File: config.mk
export PLATFORM = sky130hd
export DESIGN_NAME = iob_top
export DESIGN_NICKNAME = d
export VERILOG_FILES = /design/src/logic/xbus_pkg.sv /design/src/logic/iob_pkg.sv /design/src/logic/iob_decode.sv /design/src/logic/iob_regs.sv /design/src/logic/iob_timers.sv /design/src/logic/iob_respond.sv /design/src/logic/iob_top.sv
export VERILOG_INCLUDE_DIRS = /design/src /design/src/logic
export SDC_FILE = /design/constraint.sdc
export NUM_CORES = 1
export LEC_CHECK = 0
export BUFFER_PORTS_ARGS = -buffer_cell sky130_fd_sc_hd__buf_2
export CAP_MARGIN = 20
export CORE_MARGIN = 1
export CORE_UTILIZATION = 40
export DETAILED_ROUTE_END_ITERATION = 16
export HOLD_SLACK_MARGIN = 0.05
export PLACE_DENSITY = 0.68
export SLEW_MARGIN = 10
export SYNTH_ARGS = -nofsm -noshare
export SYNTH_HDL_FRONTEND = slang
export SYNTH_SLANG_ARGS = --single-unit
export TNS_END_PERCENT = 50
File: constraint.sdc
create_clock -name clk -period 2.8 [get_ports clk]
set_input_delay 0.14 -clock clk [delete_from_list [all_inputs] [get_ports clk]]
set_output_delay 0.14 -clock clk [all_outputs]
set_load 0.05 [all_outputs]
File: src/logic/iob_cfg.svh
/* board constants; the divisors assume a 50 MHz clk
   and each is the cycle count per tick minus one */
`ifndef IOB_CFG_SVH
`define IOB_CFG_SVH

// 64-word block, low 6 address bits select the register
`define IOB_BASE 22'o17772000

// clk cycles per microsecond, minus one
`define IOB_US_DIV 49

// clk cycles per 60 Hz period, minus one
`define IOB_HZ60_DIV 833332

// keyboard and mouse share one vector
`define IOB_VEC_INPUT 8'o260

// tick clock vector
`define IOB_VEC_CLOCK 8'o274

`endif

File: src/logic/xbus_pkg.sv
/* bus-side types of the Xbus slave port
   word addresses are 22 bits, data words 32 bits */
package xbus_pkg;

   // word address on the bus
   typedef logic [21:0] xbus_addr_t;

   // one bus data word
   typedef logic [31:0] xbus_data_t;

   // request as the master presents it, held until ack
   typedef struct packed {
      xbus_addr_t addr;
      xbus_data_t wdata;
      logic       write;
   } xbus_req_s;

endpackage

File: src/logic/iob_pkg.sv
/* board-side types: register map, the stage 1 to stage 2 access
   and the device event bundles */
package iob_pkg;

   // register offset inside the block
   typedef logic [5:0] iob_off_t;

   typedef logic [15:0] iob_scan_t;
   typedef logic [11:0] iob_coord_t;
   typedef logic [2:0]  iob_btn_t;
   typedef logic [2:0]  iob_rdy_t;
   typedef logic [3:0]  iob_csr_t;

   localparam iob_off_t KBD_LO  = 6'o40;
   localparam iob_off_t KBD_HI  = 6'o41;
   localparam iob_off_t MS_Y    = 6'o42;
   localparam iob_off_t MS_X    = 6'o43;
   localparam iob_off_t BEEP    = 6'o44;
   localparam iob_off_t CSR     = 6'o45;
   localparam iob_off_t USEC_LO = 6'o50;
   localparam iob_off_t USEC_HI = 6'o51;
   localparam iob_off_t HZ60    = 6'o52;

   // ready bit order; the enable for each sits one bit higher in the CSR
   localparam int RDY_MS  = 0;
   localparam int RDY_KB  = 1;
   localparam int RDY_CLK = 2;

   typedef struct packed {
      logic                 valid;
      logic                 write;
      iob_off_t             offset;
      xbus_pkg::xbus_data_t wdata;
   } iob_access_s;

   typedef struct packed {
      iob_scan_t code;
      logic      ready;
   } kb_event_s;

   // buttons are head, middle, tail from bit 2 down
   typedef struct packed {
      iob_coord_t x;
      iob_coord_t y;
      iob_btn_t   buttons;
      logic       ready;
   } ms_event_s;

   typedef enum logic [1:0] {IDLE, BUSY, DONE} iob_phase_e;

endpackage

File: src/logic/iob_decode.sv
/* one access per held req; the master must drop req for a cycle
   after ack before the next request is taken */
`timescale 1ns/10ps
`include "iob_cfg.svh"

module iob_decode (
   input  logic                 clk,
   input  logic                 reset,
   input  logic                 req,
   input  xbus_pkg::xbus_req_s  bus,
   output logic                 decode,
   output iob_pkg::iob_access_s access
);

   localparam xbus_pkg::xbus_addr_t base = `IOB_BASE;

   iob_pkg::iob_phase_e phase;

   // upper 16 address bits select the block
   assign decode = req && (bus.addr[21:6] == base[21:6]);

   always_ff @(posedge clk)
   begin
      if (reset)
      begin
         phase <= iob_pkg::IDLE;
         access.valid <= 1'b0;
      end
      else
      begin
         access.valid <= 1'b0;
         case (phase)
            iob_pkg::IDLE:
            begin
               if (decode)
               begin
                  phase <= iob_pkg::BUSY;
                  access.valid <= 1'b1;
                  access.write <= bus.write;
                  access.offset <= bus.addr[5:0];
                  access.wdata <= bus.wdata;
               end
            end
            iob_pkg::BUSY:
               phase <= iob_pkg::DONE;
            // wait here until the master lets go of req
            iob_pkg::DONE:
            begin
               if (!req)
                  phase <= iob_pkg::IDLE;
            end
            default:
               phase <= iob_pkg::IDLE;
         endcase
      end
   end

   // a held req must never yield back-to-back accesses
   assert property (@(posedge clk) disable iff (reset) access.valid |=> !access.valid);

endmodule

File: src/logic/iob_regs.sv
/* device latches, CSR and ready flags; a ready event in the same cycle
   as its clearing read leaves the flag set */
`timescale 1ns/10ps
`include "iob_cfg.svh"

module iob_regs (
   input  logic                 clk,
   input  logic                 reset,
   input  iob_pkg::iob_access_s access,
   input  iob_pkg::kb_event_s   kb,
   input  iob_pkg::ms_event_s   ms,
   input  xbus_pkg::xbus_data_t us_count,
   input  xbus_pkg::xbus_data_t hz60_count,
   input  logic                 hz60_tick,
   output logic                 hz60_start,
   output xbus_pkg::xbus_data_t rd_data,
   output logic                 done,
   output logic                 interrupt,
   output logic [7:0]           vector
);

   iob_pkg::iob_scan_t   kb_code;
   iob_pkg::iob_coord_t  ms_x;
   iob_pkg::iob_coord_t  ms_y;
   iob_pkg::iob_btn_t    ms_buttons;
   iob_pkg::iob_csr_t    csr;
   iob_pkg::iob_rdy_t    rdy;
   iob_pkg::iob_rdy_t    rdy_set;
   iob_pkg::iob_rdy_t    rdy_clr;
   xbus_pkg::xbus_data_t rd_word;
   logic                 rd_access;
   logic                 wr_access;
   logic                 ms_int;
   logic                 kb_int;
   logic                 clk_int;

   assign rd_access = access.valid && !access.write;
   assign wr_access = access.valid && access.write;

   // first HZ60 read starts the tick clock
   assign hz60_start = rd_access && (access.offset == iob_pkg::HZ60);

   // device latches
   always_ff @(posedge clk)
   begin
      if (reset)
      begin
         kb_code <= '0;
         ms_x <= '0;
         ms_y <= '0;
         ms_buttons <= '0;
      end
      else
      begin
         if (kb.ready)
            kb_code <= kb.code;
         if (ms.ready)
         begin
            ms_x <= ms.x;
            ms_y <= ms.y;
            ms_buttons <= ms.buttons;
         end
      end
   end

   assign rdy_set[iob_pkg::RDY_MS]  = ms.ready;
   assign rdy_set[iob_pkg::RDY_KB]  = kb.ready;
   assign rdy_set[iob_pkg::RDY_CLK] = hz60_tick;

   assign rdy_clr[iob_pkg::RDY_MS] = rd_access && (access.offset == iob_pkg::MS_Y);
   assign rdy_clr[iob_pkg::RDY_KB] = rd_access &&
      ((access.offset == iob_pkg::KBD_LO) || (access.offset == iob_pkg::KBD_HI));
   assign rdy_clr[iob_pkg::RDY_CLK] = hz60_start;

   always_ff @(posedge clk)
   begin
      if (reset)
      begin
         csr <= '0;
         rdy <= '0;
      end
      else
      begin
         if (wr_access && (access.offset == iob_pkg::CSR))
            csr <= access.wdata[3:0];
         // set after clear, so the event wins
         rdy <= (rdy & ~rdy_clr) | rdy_set;
      end
   end

   // read word per offset
   always_comb
   begin
      case (access.offset)
         iob_pkg::KBD_LO:  rd_word = {16'b0, kb_code};
         iob_pkg::MS_Y:    rd_word = {17'b0, ms_buttons, ms_y};
         iob_pkg::MS_X:    rd_word = {20'b0, ms_x};
         iob_pkg::CSR:     rd_word = {25'b0, rdy, csr};
         iob_pkg::USEC_LO: rd_word = {16'b0, us_count[15:0]};
         iob_pkg::USEC_HI: rd_word = {16'b0, us_count[31:16]};
         iob_pkg::HZ60:    rd_word = hz60_count;
         // KBD_HI, BEEP and the unmapped rest read zero
         default:          rd_word = '0;
      endcase
   end

   always_ff @(posedge clk)
   begin
      if (reset)
         done <= 1'b0;
      else
         done <= access.valid;
   end

   always_ff @(posedge clk)
   begin
      rd_data <= rd_access ? rd_word : '0;
   end

   // enable bits sit one above their ready bits
   assign ms_int  = rdy[iob_pkg::RDY_MS]  & csr[iob_pkg::RDY_MS + 1];
   assign kb_int  = rdy[iob_pkg::RDY_KB]  & csr[iob_pkg::RDY_KB + 1];
   assign clk_int = rdy[iob_pkg::RDY_CLK] & csr[iob_pkg::RDY_CLK + 1];

   assign interrupt = ms_int | kb_int | clk_int;

   // input devices take priority over the clock
   assign vector = (ms_int || kb_int) ? `IOB_VEC_INPUT :
                   clk_int            ? `IOB_VEC_CLOCK :
                                        8'd0;

   assert property (@(posedge clk) disable iff (reset) interrupt |-> (vector != 8'd0));

endmodule

File: src/logic/iob_timers.sv
/* microsecond count runs from reset; the 60 Hz count holds at zero
   until the first start strobe and never stops after that */
`timescale 1ns/10ps
`include "iob_cfg.svh"

module iob_timers (
   input  logic                 clk,
   input  logic                 reset,
   input  logic                 hz60_start,
   output xbus_pkg::xbus_data_t us_count,
   output xbus_pkg::xbus_data_t hz60_count,
   output logic                 hz60_tick
);

   logic [7:0]  us_div;
   logic [19:0] hz60_div;
   logic        hz60_on;
   logic        us_wrap;

   assign us_wrap = (us_div == 8'(`IOB_US_DIV));

   // end of a 60 Hz period, only once running
   assign hz60_tick = hz60_on && (hz60_div == 20'(`IOB_HZ60_DIV));

   always_ff @(posedge clk)
   begin
      if (reset)
      begin
         us_div <= '0;
         us_count <= '0;
      end
      else if (us_wrap)
      begin
         us_div <= '0;
         us_count <= us_count + 32'd1;
      end
      else
         us_div <= us_div + 8'd1;
   end

   always_ff @(posedge clk)
   begin
      if (reset)
      begin
         hz60_on <= 1'b0;
         hz60_div <= '0;
         hz60_count <= '0;
      end
      else
      begin
         if (hz60_start)
            hz60_on <= 1'b1;
         if (hz60_tick)
         begin
            hz60_div <= '0;
            hz60_count <= hz60_count + 32'd1;
         end
         else if (hz60_on)
            hz60_div <= hz60_div + 20'd1;
      end
   end

   // no tick is counted or prescaled before the first start
   assert property (@(posedge clk) disable iff (reset)
      !hz60_on |-> ((hz60_div == '0) && (hz60_count == '0)));

endmodule

File: src/logic/iob_respond.sv
/* last pipeline stage; dataout is zero outside the ack cycle */
`timescale 1ns/10ps

module iob_respond (
   input  logic                 clk,
   input  logic                 reset,
   input  logic                 done,
   input  xbus_pkg::xbus_data_t rd_data,
   output logic                 ack,
   output xbus_pkg::xbus_data_t dataout
);

   always_ff @(posedge clk)
   begin
      if (reset)
      begin
         ack <= 1'b0;
         dataout <= '0;
      end
      else
      begin
         ack <= done;
         // data only rides with ack
         if (done)
            dataout <= rd_data;
         else
            dataout <= '0;
      end
   end

   // the master sees exactly one ack per access
   assert property (@(posedge clk) disable iff (reset) ack |=> !ack);

endmodule

File: src/logic/iob_top.sv
/* Xbus I/O board slave, fixed 3 cycle latency from req to ack;
   requests outside the block are never acked */
`timescale 1ns/10ps

module iob_top (
   input  logic                 clk,
   input  logic                 reset,
   input  logic                 req,
   input  xbus_pkg::xbus_req_s  bus,
   output logic                 decode,
   output logic                 ack,
   output xbus_pkg::xbus_data_t dataout,
   input  iob_pkg::kb_event_s   kb,
   input  iob_pkg::ms_event_s   ms,
   output logic                 interrupt,
   output logic [7:0]           vector
);

   iob_pkg::iob_access_s access;
   xbus_pkg::xbus_data_t us_count;
   xbus_pkg::xbus_data_t hz60_count;
   xbus_pkg::xbus_data_t rd_data;
   logic                 hz60_tick;
   logic                 hz60_start;
   logic                 done;

   iob_decode u_decode (
      .clk    (clk),
      .reset  (reset),
      .req    (req),
      .bus    (bus),
      .decode (decode),
      .access (access)
   );

   iob_regs u_regs (
      .clk        (clk),
      .reset      (reset),
      .access     (access),
      .kb         (kb),
      .ms         (ms),
      .us_count   (us_count),
      .hz60_count (hz60_count),
      .hz60_tick  (hz60_tick),
      .hz60_start (hz60_start),
      .rd_data    (rd_data),
      .done       (done),
      .interrupt  (interrupt),
      .vector     (vector)
   );

   iob_timers u_timers (
      .clk        (clk),
      .reset      (reset),
      .hz60_start (hz60_start),
      .us_count   (us_count),
      .hz60_count (hz60_count),
      .hz60_tick  (hz60_tick)
   );

   iob_respond u_respond (
      .clk     (clk),
      .reset   (reset),
      .done    (done),
      .rd_data (rd_data),
      .ack     (ack),
      .dataout (dataout)
   );

endmodule

==> run summary, run 1 <==
status = completed
Net count, final = 1250
core region area = 0.0228 mm²
RSZ-0062 raised after global routing = false
clock tree root driver cell = sky130_fd_sc_hd__clkbuf_16
Iter 0 DRT Violations = 549
maximum net fanout on the critical path = 18
placed cells = 1373
crit path to = u_timers.us_count[28]$_SDFFE_PP0P_
maximum number of pins on one net before global-route repair = 83
post-DR wirelength/cell = 14.8 µm
maximum buffer depth of the clock tree = 3
worst setup path startpoint = u_timers.us_div[2]$_SDFF_PP0_
post-detailed-route DRC marker count = 0
number of setup buffers added after CTS = 0
depth of the worst register-to-register path = 4
std cell rows = 55
Yosys top cell by area = sky130_fd_sc_hd__dfxtp_1
distinct cell type count after synthesis = 47
fraction of layout instances using a drive strength above 1 = 18.0%
Reg clk slew, reported paths = 0.06 ns
top library cells by usage in the layout, fill and taps aside = sky130_fd_sc_hd__dfxtp_1, sky130_fd_sc_hd__nor2_1, sky130_fd_sc_hd__buf_2
area share of the largest cell type after synthesis = 45.5%
vias after detailed routing = 7776
Die Footprint = 0.0239 mm²
PortBufs = 114
routed via count divided by cell count = 5.29
power per cell area = 578 mW/mm²
reported max-cap violation count = 0
Setup Crit Path Kind = register to register
highest achievable clock rate = 0.393 GHz
count of fill cells added during filler insertion = 2097
TritonCTS clock tree = yes
area delta synth->final = 24.0%
transition time at the pin with the least slew margin = 0.890 ns
Worst-Skew Late Latency = 0.51 ns
static leakage = 4.38 nW
number of iterations in the first detailed-routing pass = 7
share of synthesized area occupied by flip-flops and latches = 49.0%
vias in the first global route = 7461
GRT Resource Usage Total = 18.3%
capturing point of the worst reg2reg path = u_timers.us_count[28]$_SDFFE_PP0P_
sum of negative setup slack = 0 ns
number of nets with antenna violations after routing = 0
floorplan die height = 155 µm
non-filler instance count after layout = 1471
most common cell after layout, fill and taps aside = sky130_fd_sc_hd__dfxtp_1
flip-flop and latch count after synthesis = 223
Mapped Area = 0.00933 mm²
warning count from the yosys run = 0
global-route wire length before repair = 36100 µm
Data arrival, critical path = 2.94 ns
final worst clock skew = 0.0137 ns
weighted congestion at the end of routability-driven global placement = 0.820
initial antenna violation count = 0
mean area per synthesized cell = 9.40 µm²
final setup violation count = 0
Post-Synthesis Cells = 993
setup slack of the worst register-to-register path = 0.25 ns
antenna cells = 0
GR Overflow Total = 0
share of async-settable or async-resettable flops after synthesis = 0%
fin. max-slew vios = 0
category of the worst setup path capture point = register
min Tclk post-route = 2.55 ns
HPWL reported at the end of detailed placement = 14300 µm
VDD IR max = 0.325 mV
EDFF count, synth = 11
Slew HR = 40.7%
number of gates resized after CTS = 0
start of the worst register-to-register path = u_timers.us_div[2]$_SDFF_PP0_
cts bufs inserted = 24
Data required, critical path = 3.20 ns
CTS Sinks = 223
Die X = 155 µm
total count of hold-check failures in the final report = 0
Worst setup SP type = register
period utilisation layout = 90.9%
starting density of the core = 41.0%
H-Tree Level Count = 1
most frequently used flop master after synthesis = sky130_fd_sc_hd__dfxtp_1
leading cell types by total area after synthesis = sky130_fd_sc_hd__dfxtp_1, sky130_fd_sc_hd__mux2i_1, sky130_fd_sc_hd__nor2_1
Worst Hold Class = input port to register
final wirelength = 21800 µm
power after layout = 6.69 mW
count of pins on the block boundary = 146
where the power goes:
group,switching [mW],internal (mW)
Clock,1.24,1.91
Combinational,0.128,0.141
Sequential,0.0293,3.24
Total,1.40,5.29
how the worst min path moves through the flow:
stage                  from                        endpoint  slack, ns  cells after the start
global route        bus[52]  u_decode.phase[0]$_SDFFE_PP0P_       0.08                      4
finish              bus[52]  u_decode.phase[0]$_SDFFE_PP0P_       0.08                      4
detailed placement  bus[38]   u_decode.access[37]$_DFFE_PP_       0.32                      1
global placement     bus[0]   u_decode.access[38]$_DFFE_PP_       0.32                      1
floorplan            bus[1]    u_decode.access[0]$_DFFE_PP_       0.24                      0
CTS                 bus[52]  u_decode.phase[0]$_SDFFE_PP0P_       0.06                      4
metal layers:
layer,GRT usage [%],routed length (µm),vias up
met2,31.4,10400,207
li1,-,-,3879
met5,0,0,-
met3,2.63,1210,42
met4,5.42,541,0
met1,23.7,9660,3648
stage by stage:
step | setup slack (ns) | hold slack, ns | area, µm² | util (%)
floorplan | 0.312 | 0.239 | 9360 | -
global placement | 0.313 | 0.319 | 10200 | 44.8
detailed placement | 0.271 | 0.318 | 10200 | 44.8
CTS | 0.270 | 0.0642 | 11600 | 50.8
global route | 0.182 | 0.0850 | 11600 | 50.8
finish | 0.254 | 0.0762 | 11600 | 50.8
kinds of logic after synthesis:
kind of cell / share of synthesized area [%]
AO/OA/AOI/OAI: 9.36
XOR/XNOR: 2.44
adder cells (fa/ha/maj): 0.804
buffers and inverters: 3.91
flip-flops: 49.0
multiplexers: 8.94
other: 0.0402
AND/OR/NAND/NOR: 25.5
registers in the layout (all words and copies together), names as in the netlist, 3 cells and up:
register / count
u_timers.us_count: 32
u_regs.ms_buttons: 3
u_regs.ms_y: 12
u_timers.us_div: 8
u_regs.kb_code: 16
u_timers.hz60_div: 20
u_regs.rdy: 3
u_timers.hz60_count: 32
u_regs.rd_data: 32
u_regs.csr: 4
u_decode.access: 12
u_respond.dataout: 32
u_regs.ms_x: 12
area by class of cell:
type	count	area [µm²]	share of cell area, %
clock buffer	34	731	6.31
sequential	223	4570	39.5
timing repair buffer	190	1310	11.3
multi-input combinational	685	4430	38.3
inverter	17	63.8	0.551
tap	313	392	3.38
clock inverter	9	77.6	0.670
synthesized netlist by cell type (all sizes together) (8+ instances only):
cell / count
nor2: 118
nand2: 35
and2: 56
buf: 17
a22oi: 19
edfxtp: 11
a31oi: 8
nand2b: 9
nand4: 30
nor3: 10
a21oi: 49
a222oi: 15
o21ai: 21
nor2b: 28
dfxtp: 212
and3: 8
inv: 17
and4: 13
mux2: 27
nor4: 35
xnor2: 19
nand3: 35
or3: 17
o31ai: 21
mux2i: 53
clkbuf: 53
or4: 24
worst max-delay path, stage by stage, from the launching register on:
cell	delay (ns)
sky130_fd_sc_hd__dfxtp_1	0.35
sky130_fd_sc_hd__or4_1	0.62
sky130_fd_sc_hd__or3_1	0.67
sky130_fd_sc_hd__nor4_1	0.41
sky130_fd_sc_hd__mux2_2	0.38
repair_timing:
item / in CTS / in global routing
hold buffers: 55 / 0
endpoints found under the hold margin: 55 / 0
setup endpoints to repair: 0 / 0
Power figures use the tool's default switching activity.
==> run 2: changes to the inputs <==
--- a/config.mk
+++ b/config.mk
@@ -6,13 +6,14 @@
 export SDC_FILE = /design/constraint.sdc
 export NUM_CORES = 1
 export LEC_CHECK = 0
+export ABC_AREA = 1
 export BUFFER_PORTS_ARGS = -buffer_cell sky130_fd_sc_hd__buf_2
 export CAP_MARGIN = 20
 export CORE_MARGIN = 1
 export CORE_UTILIZATION = 40
 export DETAILED_ROUTE_END_ITERATION = 16
 export HOLD_SLACK_MARGIN = 0.05
-export PLACE_DENSITY = 0.68
+export PLACE_DENSITY = 0.67
 export SLEW_MARGIN = 10
 export SYNTH_ARGS = -nofsm -noshare
 export SYNTH_HDL_FRONTEND = slang
==> run 2 against run 1 <==
Global-route usage rose by 2.5 points. Hold slack gained 0.043 ns. Core utilization decreased by 0.93 points. Cell area is 4.5% higher. Total power about the same. Via count up 22%. Fmax shrank 4.8%. Combinational power increased by 3%. Cell count is 32% higher. Wire length increased by 23%.
==> run summary, run 2 <==
final setup violation count = 0 (unchanged)
GR Overflow Total = 0 (unchanged)
area share of the largest cell type after synthesis = 43.0% (-2.5 points)
Data required, critical path = 2.66 ns (-0.54 ns)
maximum net fanout on the critical path = 3 (-15)
met1 wire length = 12300 µm (+27%)
vias in the first global route = 8816 (+18%)
top library cells by usage in the layout, fill and taps aside = sky130_fd_sc_hd__nor2_1, sky130_fd_sc_hd__nand2_1, sky130_fd_sc_hd__dfxtp_1
Slew HR = 39.6% (-1.1 points)
clock tree root driver cell = sky130_fd_sc_hd__clkbuf_16
weighted congestion at the end of routability-driven global placement = 0.882 (+7.5%)
Yosys top cell by area = sky130_fd_sc_hd__dfxtp_1
fraction of layout instances using a drive strength above 1 = 11.3% (-6.6 points)
cts bufs inserted = 24 (unchanged)
maximum buffer depth of the clock tree = 3 (unchanged)
reported max-cap violation count = 0 (unchanged)
category of the worst setup path capture point = output port
PortBufs = 114 (unchanged)
Most Frequent Cell on Critical Path = sky130_fd_sc_hd__dlygate4sd3_1
sum of negative setup slack = 0 ns (unchanged)
Data arrival, critical path = 2.53 ns (-0.41 ns)
final design utilization = 49.9% (-0.93 points)
Iter 0 DRT Violations = 595 (+8.4%)
total count of hold-check failures in the final report = 0 (unchanged)
H-Tree Level Count = 1 (unchanged)
part of the total power dissipated in sequential elements = 49.0% (about the same)
cell type group with the largest total delay on the critical path = buffers and inverters
count of pins on the block boundary = 146 (unchanged)
most common cell after layout, fill and taps aside = sky130_fd_sc_hd__nor2_1
post-detailed-route DRC marker count = 0 (unchanged)
highest achievable clock rate = 0.374 GHz (-4.8%)
Post-Synthesis Cells = 1438 (+45%)
starting density of the core = 40.7% (-0.23 points)
std cell rows = 57 (+3.6%)
met3 layer wire length in the routed design = 1530 µm (+27%)
maximum number of pins on one net before global-route repair = 34 (-59%)
core region area = 0.0242 mm² (+6.5%)
area delta synth->final = 22.4%
antenna cells = 0 (unchanged)
VDD IR max = 0.528 mV (+63%)
Worst-Skew Late Latency = 0.52 ns (about the same)
period utilisation layout = 95.5% (+4.6 points)
TritonCTS clock tree = yes
status = completed
Worst Hold Class = input port to register
post-DR wirelength/cell = 13.8 µm (-6.9%)
initial antenna violation count = 0 (unchanged)
Net count, final = 1714 (+37%)
HPWL reported at the end of detailed placement = 18600 µm (+30%)
delay of the slowest critical-path stage = 0.56 ns (-0.11 ns)
Die Footprint = 0.0253 mm² (+5.8%)
share of synthesized area occupied by flip-flops and latches = 46.3% (-2.7 points)
routed via count divided by cell count = 4.87 (-7.9%)
Crit-path slowest cell = sky130_fd_sc_hd__dlygate4sd3_1
Setup Crit Path Kind = input port to output port
final worst clock skew = 0.0121 ns (-0.00153 ns)
most frequently used flop master after synthesis = sky130_fd_sc_hd__dfxtp_1
Detail Route met2 WL = 12300 µm (+19%)
net switching power figure = 1.45 mW (+3.6%)
top routing layer in use = met4
hold slack = 0.119 ns (+0.0427 ns)
flip-flop and latch count after synthesis = 223 (unchanged)
net switching share of the total power = 21.7% (+0.78 points)
distinct cell type count after synthesis = 41 (-13%)
combinational group share of total power = 4.1% (about the same)
share of async-settable or async-resettable flops after synthesis = 0% (unchanged)
CTS Sinks = 223 (unchanged)
critical path buffer and inverter count = 5 (+5)
RSZ-0062 raised after global routing = false
final wirelength = 26800 µm (+23%)
EDFF count, synth = 11 (unchanged)
number of nets with antenna violations after routing = 0 (unchanged)
fin. max-slew vios = 0 (unchanged)
leading cell types by total area after synthesis = sky130_fd_sc_hd__dfxtp_1, sky130_fd_sc_hd__nor2_1, sky130_fd_sc_hd__nand2_1
transition time at the pin with the least slew margin = 0.905 ns (+0.0151 ns)
part of the power in the clock network = 46.9% (-0.2 points)
global-route wire length before repair = 43200 µm (+20%)
Internal Power = 5.23 mW (-1.1%)
power per cell area = 552 mW/mm² (-4.4%)
Mapped Area = 0.00988 mm² (+5.8%)
floorplan die height = 159 µm (+2.8%)
vias after detailed routing = 9479 (+22%)
min Tclk post-route = 2.67 ns (+0.128 ns)
number of iterations in the first detailed-routing pass = 5 (-2)
Worst setup SP type = input port
ranking of synthesized cells by instance count = sky130_fd_sc_hd__nor2_1, sky130_fd_sc_hd__nand2_1, sky130_fd_sc_hd__dfxtp_1, sky130_fd_sc_hd__inv_1, sky130_fd_sc_hd__o21ai_0
static leakage = 4.72 nW (+7.8%)
Cell Chain, Critical Path = dlygate4sd3_1 -> buf_2 -> nor2_1 -> dlygate4sd3_1 -> nand4_1 -> dlygate4sd3_1 -> nor2_1 -> clkbuf_4
warning count from the yosys run = 0 (unchanged)
GRT Resource Usage Total = 20.8% (+2.5 points)
Die X = 159 µm (+2.8%)
mean area per synthesized cell = 6.87 µm² (-27%)
Reg clk slew, reported paths = 0.06 ns (about the same)
dominant cell by count in the synthesized netlist = sky130_fd_sc_hd__nor2_1
==> run 2: cell types whose count changed after synthesis, moves of 20 or more <==
cell,before,now
sky130_fd_sc_hd__o31ai_1,21,1
sky130_fd_sc_hd__nor2b_1,28,0
sky130_fd_sc_hd__or4_1,24,0
sky130_fd_sc_hd__inv_1,17,164
sky130_fd_sc_hd__a21oi_1,49,74
sky130_fd_sc_hd__clkbuf_1,53,24
sky130_fd_sc_hd__and2_1,56,2
sky130_fd_sc_hd__nor4_1,35,4
sky130_fd_sc_hd__nand3_1,35,80
sky130_fd_sc_hd__nor2_1,118,336
sky130_fd_sc_hd__o21ai_0,20,82
sky130_fd_sc_hd__mux2_2,27,0
sky130_fd_sc_hd__mux2i_1,53,0
sky130_fd_sc_hd__nand2_1,35,314
==> run 2: path summary, 6_finish.rpt <==
kind / to / slack (ns) / depth (start not counted) / start
setup / recovery: decode / 0.13 / 8 / bus[39]
hold / removal: u_regs.kb_code[15]$_SDFFE_PP0P_ / 0.12 / 3 / kb[0]
setup reg to reg: u_regs.rdy[2]$_SDFF_PP0_ / 0.69 / 6 / u_decode.access[36]$_DFFE_PP_
hold reg to reg: u_respond.dataout[1]$_SDFF_PP0_ / 0.40 / 2 / u_regs.rd_data[1]$_SDFF_PN0_
==> run 2: cell families (layout without fill, tap and decap cells) <==
| family | Yosys count | after routing | share of synthesized area [%] |
|---|---|---|---|
| compound gates | 164 | 164 | 8.47 |
| xor+xnor | 19 | 19 | 1.68 |
| fa+ha+maj | 6 | 6 | 0.760 |
| buf+inv | 214 | 396 | 8.73 |
| flops | 223 | 223 | 46.3 |
| other cells | 1 | 3 | 0.0380 |
| simple gates | 811 | 811 | 34.0 |
==> run 2: routing by layer <==
layer  up-vias  track usage (%)
met1      4272             27.7
met2       297             34.6
met3        63             2.84
li1       4847                -
met5         -                0
met4         0             7.21
==> run 2: per-stage QoR <==
step / cell area (µm²) / power [mW] / worst slack (ns) / instances
final: 12100 / 6.68 / 0.126 / 1946
after global routing: 12100 / 6.88 / 0.0238 / 1946
after CTS: 12100 / 6.72 / 0.122 / 1946
after detailed placement: 10700 / 3.55 / 0.672 / 1844
after global placement: 10700 / 3.54 / 0.751 / 1844
after floorplan: 9890 / 3.45 / 0.758 / 1440
==> run 2: what timing repair did <==
item | 4_1_cts | 5_1_grt
gates resized for setup | 0 | 2
hold endpoints to repair | 57 | 0
buffers inserted | 0 | 0
setup endpoints to repair | 0 | 12
hold buffers | 59 | 0
==> run 2: worst reg2reg max path, stage by stage, from the launching register on <==
cell,delay (ns)
sky130_fd_sc_hd__edfxtp_1,0.42
sky130_fd_sc_hd__nor2_4,0.18
sky130_fd_sc_hd__nand3_1,0.13
sky130_fd_sc_hd__nor2_2,0.39
sky130_fd_sc_hd__nand3_1,0.59
sky130_fd_sc_hd__nand2_1,0.19
sky130_fd_sc_hd__a21oi_1,0.08
==> run 2: final cells by class <==
class	count	area (µm²)
multi-input cells	1003	4450
clock inverters	7	62.6
repair buffers	185	1250
fillers	2379	12200
well taps	324	405
inverters	168	631
flip-flops and latches	223	4570
clock buffers	36	717
==> run 2: power by group through the flow <==
| stage | clock network, mW | registers (mW) | logic (mW) |
|---|---|---|---|
| after floorplan | 0 | 3.33 | 0.121 |
| after global placement | 0 | 3.34 | 0.202 |
| after detailed placement | 0 | 3.34 | 0.207 |
| after CTS | 3.18 | 3.27 | 0.269 |
| after global routing | 3.31 | 3.28 | 0.304 |
| final | 3.13 | 3.27 | 0.276 |
